--- config.mk ---
export PLATFORM = sky130hd
export DESIGN_NAME = audio_dac_top
export DESIGN_NICKNAME = d
export VERILOG_FILES = /design/src/audio_frame_pkg.sv /design/src/tone_pkg.sv /design/src/tone_gen.sv /design/src/frame_fifo.sv /design/src/codec_serializer.sv /design/src/audio_dac_top.sv
export VERILOG_INCLUDE_DIRS = /design/src
export SDC_FILE = /design/constraint.sdc
export NUM_CORES = 1
export LEC_CHECK = 0
export BUFFER_PORTS_ARGS = -buffer_cell sky130_fd_sc_hd__buf_2
export CAP_MARGIN = 20
export CORE_MARGIN = 5
export CORE_UTILIZATION = 35
export CTS_CLUSTER_SIZE = 14
export DETAILED_ROUTE_END_ITERATION = 8
export PLACE_DENSITY = 0.53
export RECOVER_POWER = 25
export SKIP_LAST_GASP = 1
export SYNTH_ARGS = -nofsm -noshare
export SYNTH_HDL_FRONTEND = slang
export SYNTH_SLANG_ARGS = --single-unit
--- constraint.sdc ---
create_clock -name clk -period 16.05 [get_ports clk]
set_clock_uncertainty 0.05 [all_clocks]
set_input_delay 1.605 -clock clk [delete_from_list [all_inputs] [get_ports clk]]
set_output_delay 1.605 -clock clk [all_outputs]
set_load 0.005 [all_outputs]
--- src/audio_params.svh ---
`ifndef AUDIO_PARAMS_SVH
`define AUDIO_PARAMS_SVH

// Bits per channel sample
`define AUD_WORD_W      16

// clk cycles per bclk half period, so one bit is 4 clk
`define AUD_BCLK_HALF   2

// Sine table entries, one full period
`define AUD_SINE_LEN    48

// Frame buffer entries
`define AUD_FIFO_DEPTH  4

// Ramp nibble position inside the sample word
`define AUD_RAMP_SHIFT  10

`endif

--- src/audio_frame_pkg.sv ---
`default_nettype none

`include "audio_params.svh"

package audio_frame_pkg;

    // One stereo frame, left word goes out first
    typedef struct packed {
        logic [`AUD_WORD_W-1:0] left;
        logic [`AUD_WORD_W-1:0] right;
    } frame_t;

    // Serializer phase, the right word maps onto lrck high
    typedef enum logic [1:0] {
        SER_IDLE  = 2'd0,  // Out of reset, before the first frame
        SER_LEFT  = 2'd1,
        SER_RIGHT = 2'd2
    } ser_state_e;

endpackage

`default_nettype wire

--- src/tone_pkg.sv ---
`default_nettype none

package tone_pkg;

    // Waveform select
    typedef enum logic [1:0] {
        WAVE_SILENCE = 2'd0,
        WAVE_SINE    = 2'd1,
        WAVE_RAMP    = 2'd2
    } wave_op_e;

    // Tone command from the outside world
    typedef struct packed {
        wave_op_e   op;
        logic [3:0] step;  // Table increment per frame
    } tone_cmd_t;

endpackage

`default_nettype wire

--- src/tone_gen.sv ---
`timescale 1ns/1ns
`default_nettype none

`include "audio_params.svh"

module tone_gen (
    input  logic                    clk,
    input  logic                    rst_l,
    input  tone_pkg::tone_cmd_t     cmd,
    input  logic                    enable,
    input  logic                    full,
    output logic                    push,
    output audio_frame_pkg::frame_t frame
);
    import audio_frame_pkg::*;
    import tone_pkg::*;

    localparam int WORD_W = `AUD_WORD_W;
    // Index runs modulo 96, a multiple of both the sine and the ramp period
    localparam logic [6:0] IDX_WRAP = 7'(2 * `AUD_SINE_LEN);

    localparam logic [WORD_W-1:0] SINE_LUT [0:`AUD_SINE_LEN-1] = '{
        16'd0,     16'd4276,  16'd8480,  16'd12539, 16'd16383, 16'd19947,
        16'd23169, 16'd25995, 16'd28377, 16'd30272, 16'd31650, 16'd32486,
        16'd32767, 16'd32486, 16'd31650, 16'd30272, 16'd28377, 16'd25995,
        16'd23169, 16'd19947, 16'd16383, 16'd12539, 16'd8480,  16'd4276,
        16'd0,     16'd61259, 16'd57056, 16'd52997, 16'd49153, 16'd45589,
        16'd42366, 16'd39540, 16'd37159, 16'd35263, 16'd33885, 16'd33049,
        16'd32768, 16'd33049, 16'd33885, 16'd35263, 16'd37159, 16'd39540,
        16'd42366, 16'd45589, 16'd49152, 16'd52997, 16'd57056, 16'd61259
    };

    logic [6:0]        index;      // Table phase of the next frame to load
    logic [6:0]        idx_sum;
    logic [6:0]        idx_next;
    logic [6:0]        load_idx;
    logic              load;       // Refill the frame register
    logic              valid_q;    // Frame register holds a pending sample
    logic              cmd_chg;
    logic [WORD_W-1:0] left_next;
    tone_cmd_t         cmd_q;

    function automatic logic [WORD_W-1:0] left_sample(wave_op_e op, logic [6:0] idx);
        logic [5:0] sine_idx;
        logic [3:0] nib;
        sine_idx = (idx >= 7'(`AUD_SINE_LEN)) ? 6'(idx - 7'(`AUD_SINE_LEN)) : idx[5:0];
        nib      = idx[4] ? ~idx[3:0] : idx[3:0];  // Up 0..F, then back down F..0
        case (op)
            WAVE_SINE:    left_sample = SINE_LUT[sine_idx];
            WAVE_RAMP:    left_sample = WORD_W'(nib) << `AUD_RAMP_SHIFT;
            WAVE_SILENCE: left_sample = '0;
            default:      left_sample = '0;
        endcase
    endfunction

    assign cmd_chg   = (cmd != cmd_q);
    assign push      = valid_q & enable & ~full & ~cmd_chg;
    assign idx_sum   = index + {3'b000, cmd.step};
    assign idx_next  = (idx_sum >= IDX_WRAP) ? idx_sum - IDX_WRAP : idx_sum;
    assign left_next = left_sample(cmd.op, load_idx);

    // Load after each accepted push, or when nothing is pending
    always_comb begin
        load     = 1'b0;
        load_idx = index;
        if (!cmd_chg) begin
            if (push) begin
                load     = 1'b1;
                load_idx = idx_next;
            end else if (!valid_q) begin
                load = 1'b1;
            end
        end
    end

    always_ff @(posedge clk or negedge rst_l) begin
        if (!rst_l) begin
            cmd_q   <= '0;
            index   <= '0;
            valid_q <= 1'b0;
        end else begin
            cmd_q <= cmd;
            if (cmd_chg) begin      // New command restarts the phase
                index   <= '0;
                valid_q <= 1'b0;
            end else begin
                if (push)
                    index <= idx_next;
                if (load)
                    valid_q <= 1'b1;
            end
        end
    end

    always_ff @(posedge clk) begin
        if (load)
            frame <= '{left: left_next, right: -left_next};
    end

endmodule

`default_nettype wire

--- src/frame_fifo.sv ---
`timescale 1ns/1ns
`default_nettype none

`include "audio_params.svh"

module frame_fifo (
    input  logic                    clk,
    input  logic                    rst_l,
    input  logic                    push,
    input  logic                    pop,
    input  audio_frame_pkg::frame_t din,
    output audio_frame_pkg::frame_t dout,
    output logic                    full,
    output logic                    empty
);
    import audio_frame_pkg::*;

    localparam int PTR_W = $clog2(`AUD_FIFO_DEPTH);
    localparam int CNT_W = $clog2(`AUD_FIFO_DEPTH + 1);

    frame_t           mem [0:`AUD_FIFO_DEPTH-1];
    logic [PTR_W-1:0] wr_ptr;
    logic [PTR_W-1:0] rd_ptr;
    logic [CNT_W-1:0] count;   // Frames held
    logic             do_push;
    logic             do_pop;

    function automatic logic [PTR_W-1:0] next_ptr(logic [PTR_W-1:0] ptr);
        next_ptr = (ptr == PTR_W'(`AUD_FIFO_DEPTH - 1)) ? '0 : ptr + 1'b1;
    endfunction

    assign do_push = push & ~full;   // Ignore a push into a full buffer
    assign do_pop  = pop & ~empty;
    assign full    = (count == CNT_W'(`AUD_FIFO_DEPTH));
    assign empty   = (count == '0);
    assign dout    = mem[rd_ptr];    // Head frame

    always_ff @(posedge clk) begin
        if (do_push)
            mem[wr_ptr] <= din;
    end

    always_ff @(posedge clk or negedge rst_l) begin
        if (!rst_l) begin
            wr_ptr <= '0;
            rd_ptr <= '0;
            count  <= '0;
        end else begin
            if (do_push)
                wr_ptr <= next_ptr(wr_ptr);
            if (do_pop)
                rd_ptr <= next_ptr(rd_ptr);
            case ({do_push, do_pop})
                2'b10:   count <= count + 1'b1;
                2'b01:   count <= count - 1'b1;
                default: count <= count;  // Both or neither
            endcase
        end
    end

endmodule

`default_nettype wire

--- src/codec_serializer.sv ---
`timescale 1ns/1ns
`default_nettype none

`include "audio_params.svh"

module codec_serializer (
    input  logic                    clk,
    input  logic                    rst_l,
    input  audio_frame_pkg::frame_t frame,
    input  logic                    empty,
    output logic                    pop,
    output logic                    bclk,
    output logic                    lrck,
    output logic                    dacdat,
    output logic                    underrun
);
    import audio_frame_pkg::*;

    localparam int DIV_W = $clog2(`AUD_BCLK_HALF + 1);
    localparam int BITS  = $bits(frame_t);   // Left then right word

    logic [DIV_W-1:0] div_cnt;
    logic             half_tick;    // bclk toggles on this clk
    logic             fall_tick;    // bclk falls on this clk
    logic             frame_start;
    logic [4:0]       bit_cnt;      // Bit slot within the frame
    logic [BITS-1:0]  shreg;
    ser_state_e       state;
    ser_state_e       state_next;

    assign half_tick   = (div_cnt == DIV_W'(`AUD_BCLK_HALF - 1));
    assign fall_tick   = half_tick & bclk;
    assign frame_start = fall_tick & ((state == SER_IDLE) | (bit_cnt == 5'd31));
    assign pop         = frame_start & ~empty;
    assign lrck        = (state == SER_RIGHT);
    assign dacdat      = shreg[BITS-1];     // MSB first

    //////////////////////////////////////////////////
    // Bit clock divider
    always_ff @(posedge clk or negedge rst_l) begin
        if (!rst_l) begin
            div_cnt <= '0;
            bclk    <= 1'b0;
        end else if (half_tick) begin
            div_cnt <= '0;
            bclk    <= ~bclk;
        end else begin
            div_cnt <= div_cnt + 1'b1;
        end
    end

    //////////////////////////////////////////////////
    // Word phase FSM, lrck edges ride on falling bclk
    always_comb begin
        state_next = state;
        if (fall_tick) begin
            case (state)
                SER_IDLE: state_next = SER_LEFT;
                SER_LEFT: begin
                    if (bit_cnt == 5'd15)
                        state_next = SER_RIGHT;
                end
                SER_RIGHT: begin
                    if (bit_cnt == 5'd31)
                        state_next = SER_LEFT;
                end
                default: state_next = SER_IDLE;
            endcase
        end
    end

    always_ff @(posedge clk or negedge rst_l) begin
        if (!rst_l) begin
            state    <= SER_IDLE;
            bit_cnt  <= '0;
            underrun <= 1'b0;
        end else begin
            state    <= state_next;
            underrun <= frame_start & empty;   // One clk per starved frame
            if (fall_tick)
                bit_cnt <= frame_start ? 5'd0 : bit_cnt + 5'd1;
        end
    end

    //////////////////////////////////////////////////
    // Shift register, loads at frame start
    always_ff @(posedge clk or negedge rst_l) begin
        if (!rst_l) begin
            shreg <= '0;
        end else if (fall_tick) begin
            if (frame_start)
                shreg <= empty ? '0 : frame;   // Zero frame on underrun
            else
                shreg <= shreg << 1;
        end
    end

endmodule

`default_nettype wire

--- src/audio_dac_top.sv ---
`timescale 1ns/1ns
`default_nettype none

module audio_dac_top (
    input  logic                clk,
    input  logic                rst_l,
    input  tone_pkg::tone_cmd_t cmd,
    input  logic                enable,
    output logic                bclk,
    output logic                lrck,
    output logic                dacdat,
    output logic                underrun
);
    import audio_frame_pkg::*;

    frame_t push_frame;  // Producer to buffer
    frame_t head_frame;  // Buffer to serializer
    logic   push;
    logic   pop;
    logic   full;
    logic   empty;

    tone_gen u_tone (
        .clk    (clk),
        .rst_l  (rst_l),
        .cmd    (cmd),
        .enable (enable),
        .full   (full),
        .push   (push),
        .frame  (push_frame)
    );

    frame_fifo u_fifo (
        .clk   (clk),
        .rst_l (rst_l),
        .push  (push),
        .pop   (pop),
        .din   (push_frame),
        .dout  (head_frame),
        .full  (full),
        .empty (empty)
    );

    codec_serializer u_ser (
        .clk      (clk),
        .rst_l    (rst_l),
        .frame    (head_frame),
        .empty    (empty),
        .pop      (pop),
        .bclk     (bclk),
        .lrck     (lrck),
        .dacdat   (dacdat),
        .underrun (underrun)
    );

endmodule

`default_nettype wire

# Yosys cells after proc, flatten, opt, wreduce, memory -nomap -nowiden
# Memory sizes are Yosys's and may differ from the RTL's.
# Cells that the tools add are included.
# word_totals
reg_bits	96
ram_bits	128
rom_bits	1024
in_bits	9
out_inout_bits	4
word_cells	92
memories	2
# memory_table
memory	words	width	rd	rd_ports_with_merged_regs	write_ports	line_no	text
(no name shown)	64	16	1	0	0	tone_gen.sv:49	WAVE_SINE: left_sample = SINE_LUT[sine_idx];
u_fifo.mem	4	32	1	0	1	frame_fifo.sv:21	frame_t mem [0:`AUD_FIFO_DEPTH-1];
# op_classes
addsub	10
order_cmp	3
eq_ne	15
mux	26
bitwise_logic	16
reduce_logical	5
# ops
cell	count
32-bit 2-to-1 mux	2
16-bit 2-to-1 mux	2
16-bit one-hot mux with 2 select lines	1
7-bit 2-to-1 mux	4
16-bit negation	1
7-bit greater-or-equal comparator, second input constant	2
2-bit equality test, second input constant	5
2-bit 2-to-1 mux	5
1-bit bitwise AND	9
2-bit by 1-bit equality test with 1-bit output, second input constant	4
7-bit by 4-bit adder with 7-bit output	1
7-bit by 6-bit greater-or-equal comparator with 1-bit output, second input constant	1
1-bit 2-to-1 mux	7
6-bit NOT with 7-bit output	1
7-bit subtractor, second input constant	1
2-bit by 1-bit adder with 2-bit output, second input constant	3
6-bit 2-to-1 mux	1
6-bit != test	1
2-bit one-hot mux with 3 select lines	1
3-bit one-hot mux with 2 select lines	1
6-bit subtractor, second input constant	1
5-bit by 1-bit adder with 5-bit output, second input constant	1
5-bit by 4-bit equality test with 1-bit output, second input constant	1
5-bit equality test, second input constant	1
13 further kinds	18

# Depth between registers and ports, before layout
# depth
word_depth	14
depth_mapped	25
depth_no_buf	24

# Modules after synthesis
# Synthesis repeated with hierarchy kept, for this count alone.
# hier_totals
cells_unflattened	922
area_unflattened_um2	11395.9
# by_module_without_submodules
module	n_inst	cells_each	area_per_inst_um2	seq_area_each_um2
frame_fifo	1	208	5116.2	4018.9
tone_gen	1	486	4174.0	1281.2
codec_serializer	1	228	2105.8	1076.0

# Worst setup path before layout
# OpenSTA, ideal clock, no wires.
# synth_path
path_type	input-to-reg
from	in cmd[0] (netlist bit)
to	reg u_tone.frame[14] (netlist bit), data pin
setup_ns	0.266
arrival_ns	5.988
t_required_ns	15.734
slack_ns	9.746
stages	25
path_buffers	1
path_cell_list	ha_1 -> inv_1 -> fa_1 -> nand2b_1 -> a211oi_2 -> xor2_1 -> ha_1 -> inv_1 -> o2111ai_1 -> a31o_2 -> inv_1 -> ha_1 -> nand2_1 -> a2111o_1 -> o211a_2 -> a41oi_2 -> a31o_2 -> buf_6 -> a311oi_2 -> o31ai_4 -> ha_1 -> o21ai_1 -> nor3_2 -> nand3_1 -> xnor2_1
# synth_via
elab_chain_len	13
word_cells_on_any_way	20
cone_classes	4 x add/sub; 2 x order compare; 1 x eq/ne; 8 x mux; 4 x bitwise; 1 x memory
# synth_lines
element	line_no	text
from (decl)	audio_dac_top.sv:7	input tone_pkg::tone_cmd_t cmd,
7-bit by 4-bit adder with 7-bit output / 6-bit != test (equally long branches)	tone_gen.sv:58, tone_gen.sv:56	
7-bit subtractor, or another cell as far along	tone_gen.sv:59	assign idx_next = (idx_sum >= IDX_WRAP) ? idx_sum - IDX_WRAP : idx_sum;
7-bit 2-to-1 mux / 1-bit bitwise AND (equally long branches)	tone_gen.sv:59, tone_gen.sv:57	
7-bit 2-to-1 mux	n/a	
7-bit 2-to-1 mux *	tone_gen.sv:66	if (!cmd_chg) begin
6-bit subtractor / 7-bit by 6-bit greater-or-equal comparator with 1-bit output (equally long branches)	tone_gen.sv:46	sine_idx = (idx >= 7'(`AUD_SINE_LEN)) ? 6'(idx - 7'(`AUD_SINE_LEN)) : idx[5:0];
6-bit 2-to-1 mux	tone_gen.sv:46	
6-bit NOT with 7-bit output (implied by the code)	tone_gen.sv:49	
memory read 64 x 16 bit	n/a	
16-bit 2-to-1 mux (implied by the code) (2 in series)	tone_gen.sv:49	
16-bit one-hot mux with 2 select lines *	tone_gen.sv:48	case (op)
16-bit negation *	tone_gen.sv:97	frame <= '{left: left_next, right: -left_next};
to (signal assigned)	tone_gen.sv:97	
to (decl)	tone_gen.sv:13	output audio_frame_pkg::frame_t frame
# Mark *: on every way between the ends. The rest lies on a longest branch, timed or not. The select of a mux whose other input is x is not followed.
# A chain may end at the register's enable or synchronous reset.

# Final worst setup path
# Ends and elaborated chain as after synthesis.

==> run metrics <==
vias in the first global route=6641; worst-margin pin slew=0.979 ns; HP Class=reg -> reg; die height=185 µm; DIE AREA=0.0344 mm²; startpoint class of the critical path=input port; num rows=64; CORE AREA=0.0305 mm²; GRT Util Overall=14.1%; Critical-path top delay cell=fa_1; status=complete, no violations; routed len/inst=18.7 µm; final setup fails=0; Total Routed Length=23.7 mm; HP Start=u_ser.div_cnt[0]$_DFF_PN0_; r2r setup slk=10.30 ns; Resized cells post-CTS=0; Nets=887; global-route wire length before repair=38.6 mm; Slew HR=34.6%; FF+latch count, synth=219; TNS Setup=0 ns; die width=185 µm; Gate Count Post-Synth=849; worst vdd rail ir drop=0.0712 mV; Synth warnings=0; Crit Path Class=in -> reg; starting DRC count in detailed routing=643; DRC viols=0; cells on worst reg2reg path=18; hold slack=0.426 ns; placed cell area=0.0112 mm²; worst setup margin=9.49 ns; CTS tree=done; Fin. Hold Viols=0; largest net degree at the start of global routing=78; via count=6775; Worst path max stage delay=0.59 ns; CP most frequent cell=ha_1; hold path cells=1; CTS Root Cell=clkbuf_16; RSZ-0062 raised after global routing=no; total grt overflow=0; router iterations before antenna repair=5; clock sink count=219; Worst EP arrival=6.76 ns; Max Freq=0.152 GHz; Slew Viols, Final=0; TritonCTS Buffers=24; Antenna Nets Post-Route=0; Max FO, Critical Path=21; CTS Buffer Depth=3; critical path endpoint category=flip-flop; H-tree depth=1; cell area after synthesis=0.0108 mm²; initial core utilization=35.3%; worst slack, placed=8.99 ns; register area share after synthesis=58.1%; delay-heaviest family, CP=compound AO/OA/AOI/OAI gates; FF-to-FF End=u_tone.frame[14]$_DFFE_PP_; pwr/cell area=97.7 mW/mm²; CTS Hold Buffers Added=0; share of layout cells above drive strength 1=16.7%; syn_area_per_cell=12.7 µm²; vias per inst=5.36; diodes inserted=0; Fill cells=2838; design area=0.0120 mm²; async set or reset register ratio after synthesis=29.2%; RD Place Congestion=0.919; IO Count=13; Area Overhead vs Synth=11.6%; DP HPWL=15.6 mm; number of synthesized flops with an enable pin=155; CP Cell Sequence=buf_2 -> ha_1 -> inv_1 -> fa_1 -> nor3_1 -> o21bai_1 -> inv_1 -> ha_1 -> nand2_1 -> a2111o_1 -> o211a_2 -> a41oi_2 -> a31o_2 -> a311oi_2 -> o31ai_4 -> ha_1 -> o21ai_1 -> nor3_2 -> nand3_1 -> xnor2_1; crit path time final=6.56 ns; Clock Latency Late Sink=0.51 ns; ys flop type=edfxtp_1; Clock Pin Slew Worst Setup and Hold Paths=0.06 ns; Lkg Pwr=4.23 nW; crit path buf inv count=3; max-cap viol count=0; Distinct cells, synth=88; Port Buf Inserts=12; Post-CTS Setup Bufs=0; initial antenna violation count=0; r2r startpoint=u_tone.index[1]$_DFF_PN0_; Hold Crit Endpoint=u_ser.div_cnt[0]$_DFF_PN0_; syn nets=886; CP Data Required Time=16.25 ns; fin crit share=40.9%
cells in the final DEF, fill, tap and decap left out, types with 6 or more instances in the layout:
master,instances
a22oi_1,32
buf_4,14
edfxtp_1,155
ha_1,26
nand3_1,21
and2_1,8
buf_2,12
a21oi_1,28
nand2b_1,8
dfrtp_1,63
mux2_2,7
xor2_1,11
nor3_1,11
nor2_1,53
nand2_1,80
inv_1,29
mux4_2,31
o21a_1,7
mux2i_1,10
clkbuf_1,6
clkbuf_16,24
xnor2_1,21
o21ai_0,62
nor2b_1,6
worst max-delay path by stage:
stage | startpoint | slack, ns | cells after the start | end
final | cmd[0] | 9.49 | 20 | u_tone.frame[14]$_DFFE_PP_
after global placement | cmd[0] | 9.07 | 22 | u_tone.frame[15]$_DFFE_PP_
after CTS | cmd[0] | 9.52 | 25 | u_tone.frame[12]$_DFFE_PP_
after detailed placement | cmd[0] | 8.99 | 25 | u_tone.frame[12]$_DFFE_PP_
after floorplan | cmd[0] | 9.75 | 25 | u_tone.frame[14]$_DFFE_PP_
after global routing | cmd[0] | 9.09 | 25 | u_tone.frame[12]$_DFFE_PP_
metrics by stage:
step / utilization (%) / cells / power, mW
6_report: 39.4 / 1264 / 1.18
3_5_place_dp: 36.8 / 1220 / 0.634
3_3_place_gp: 36.8 / 1220 / 0.634
2_1_floorplan: - / 849 / 0.625
4_1_cts: 39.4 / 1264 / 1.19
5_1_grt: 39.4 / 1264 / 1.22
power by group:
part / total, mW / leakage (nW) / switching (mW) / internal (mW)
registers: 0.606 / 2.19 / 0.00179 / 0.604
clock network: 0.553 / 0.391 / 0.218 / 0.335
logic: 0.0167 / 1.65 / 0.0121 / 0.00457
area by class of cell:
class / count / area [µm²] / share of cell area, %
sequential: 219 / 6260 / 52.0
timing repair buffer: 26 / 165 / 1.37
clock buffer: 32 / 651 / 5.41
inverter: 32 / 120 / 0.999
tap: 396 / 495 / 4.12
multi-input combinational: 547 / 4180 / 34.8
clock inverter: 12 / 155 / 1.29
layer usage:
layer	up-vias	global-route usage, %	wire [µm]
met4	0	3.96	551
met5	-	0	0
met2	166	23.5	11600
li1	3211	-	-
met1	3360	19.2	10500
met3	38	2.12	1050
Yosys cell counts, types with 4 or more instances:
cell type | n | share of area, %
a21o_1 | 4 | 0.28
a21oi_1 | 30 | 1.4
buf_1 | 5 | 0.17
and2_1 | 8 | 0.46
o21a_1 | 7 | 0.49
nor3_1 | 11 | 0.51
mux4_2 | 31 | 6.5
nor3_2 | 4 | 0.37
o21ai_1 | 5 | 0.23
nor2b_1 | 6 | 0.35
mux2_2 | 7 | 0.73
a22oi_1 | 32 | 2.2
xnor2_1 | 21 | 1.7
and3_1 | 4 | 0.23
edfxtp_1 | 155 | 43
buf_2 | 7 | 0.33
nand2_1 | 80 | 2.8
clkbuf_1 | 33 | 1.1
inv_1 | 29 | 1.0
dfrtp_1 | 64 | 15
nand2b_1 | 8 | 0.46
mux2i_1 | 10 | 0.93
nand3_1 | 21 | 0.98
xor2_1 | 11 | 0.89
a221oi_1 | 4 | 0.33
o31ai_1 | 4 | 0.28
nor2_1 | 55 | 1.9
a311oi_1 | 4 | 0.33
a31oi_1 | 4 | 0.23
o21ai_0 | 62 | 2.9
o22ai_1 | 4 | 0.23
ha_1 | 26 | 3.0
cells by family after synthesis:
logic type | count (synthesis) | synth area share (%)
flip-flops | 219 | 58.1
AND/OR/NAND/NOR | 223 | 9.95
multiplexers | 48 | 8.14
AO/OA/AOI/OAI | 216 | 14.6
adder cells (fa/ha/maj) | 28 | 3.39
buffers and inverters | 83 | 3.29
XOR/XNOR | 32 | 2.60
flip-flops by register name, summed over array words and instances (netlist names):
name            flops
u_tone.frame       31
u_ser.shreg        32
u_tone.index        7
u_tone.valid_q      1
u_ser.bclk          1
u_ser.state         2
u_ser.bit_cnt       5
u_fifo.wr_ptr       2
u_fifo.mem        124
u_fifo.count        3
u_ser.underrun      1
u_tone.cmd_q        6
u_ser.div_cnt       2
u_fifo.rd_ptr       2
Power figures use the tool's default switching activity.
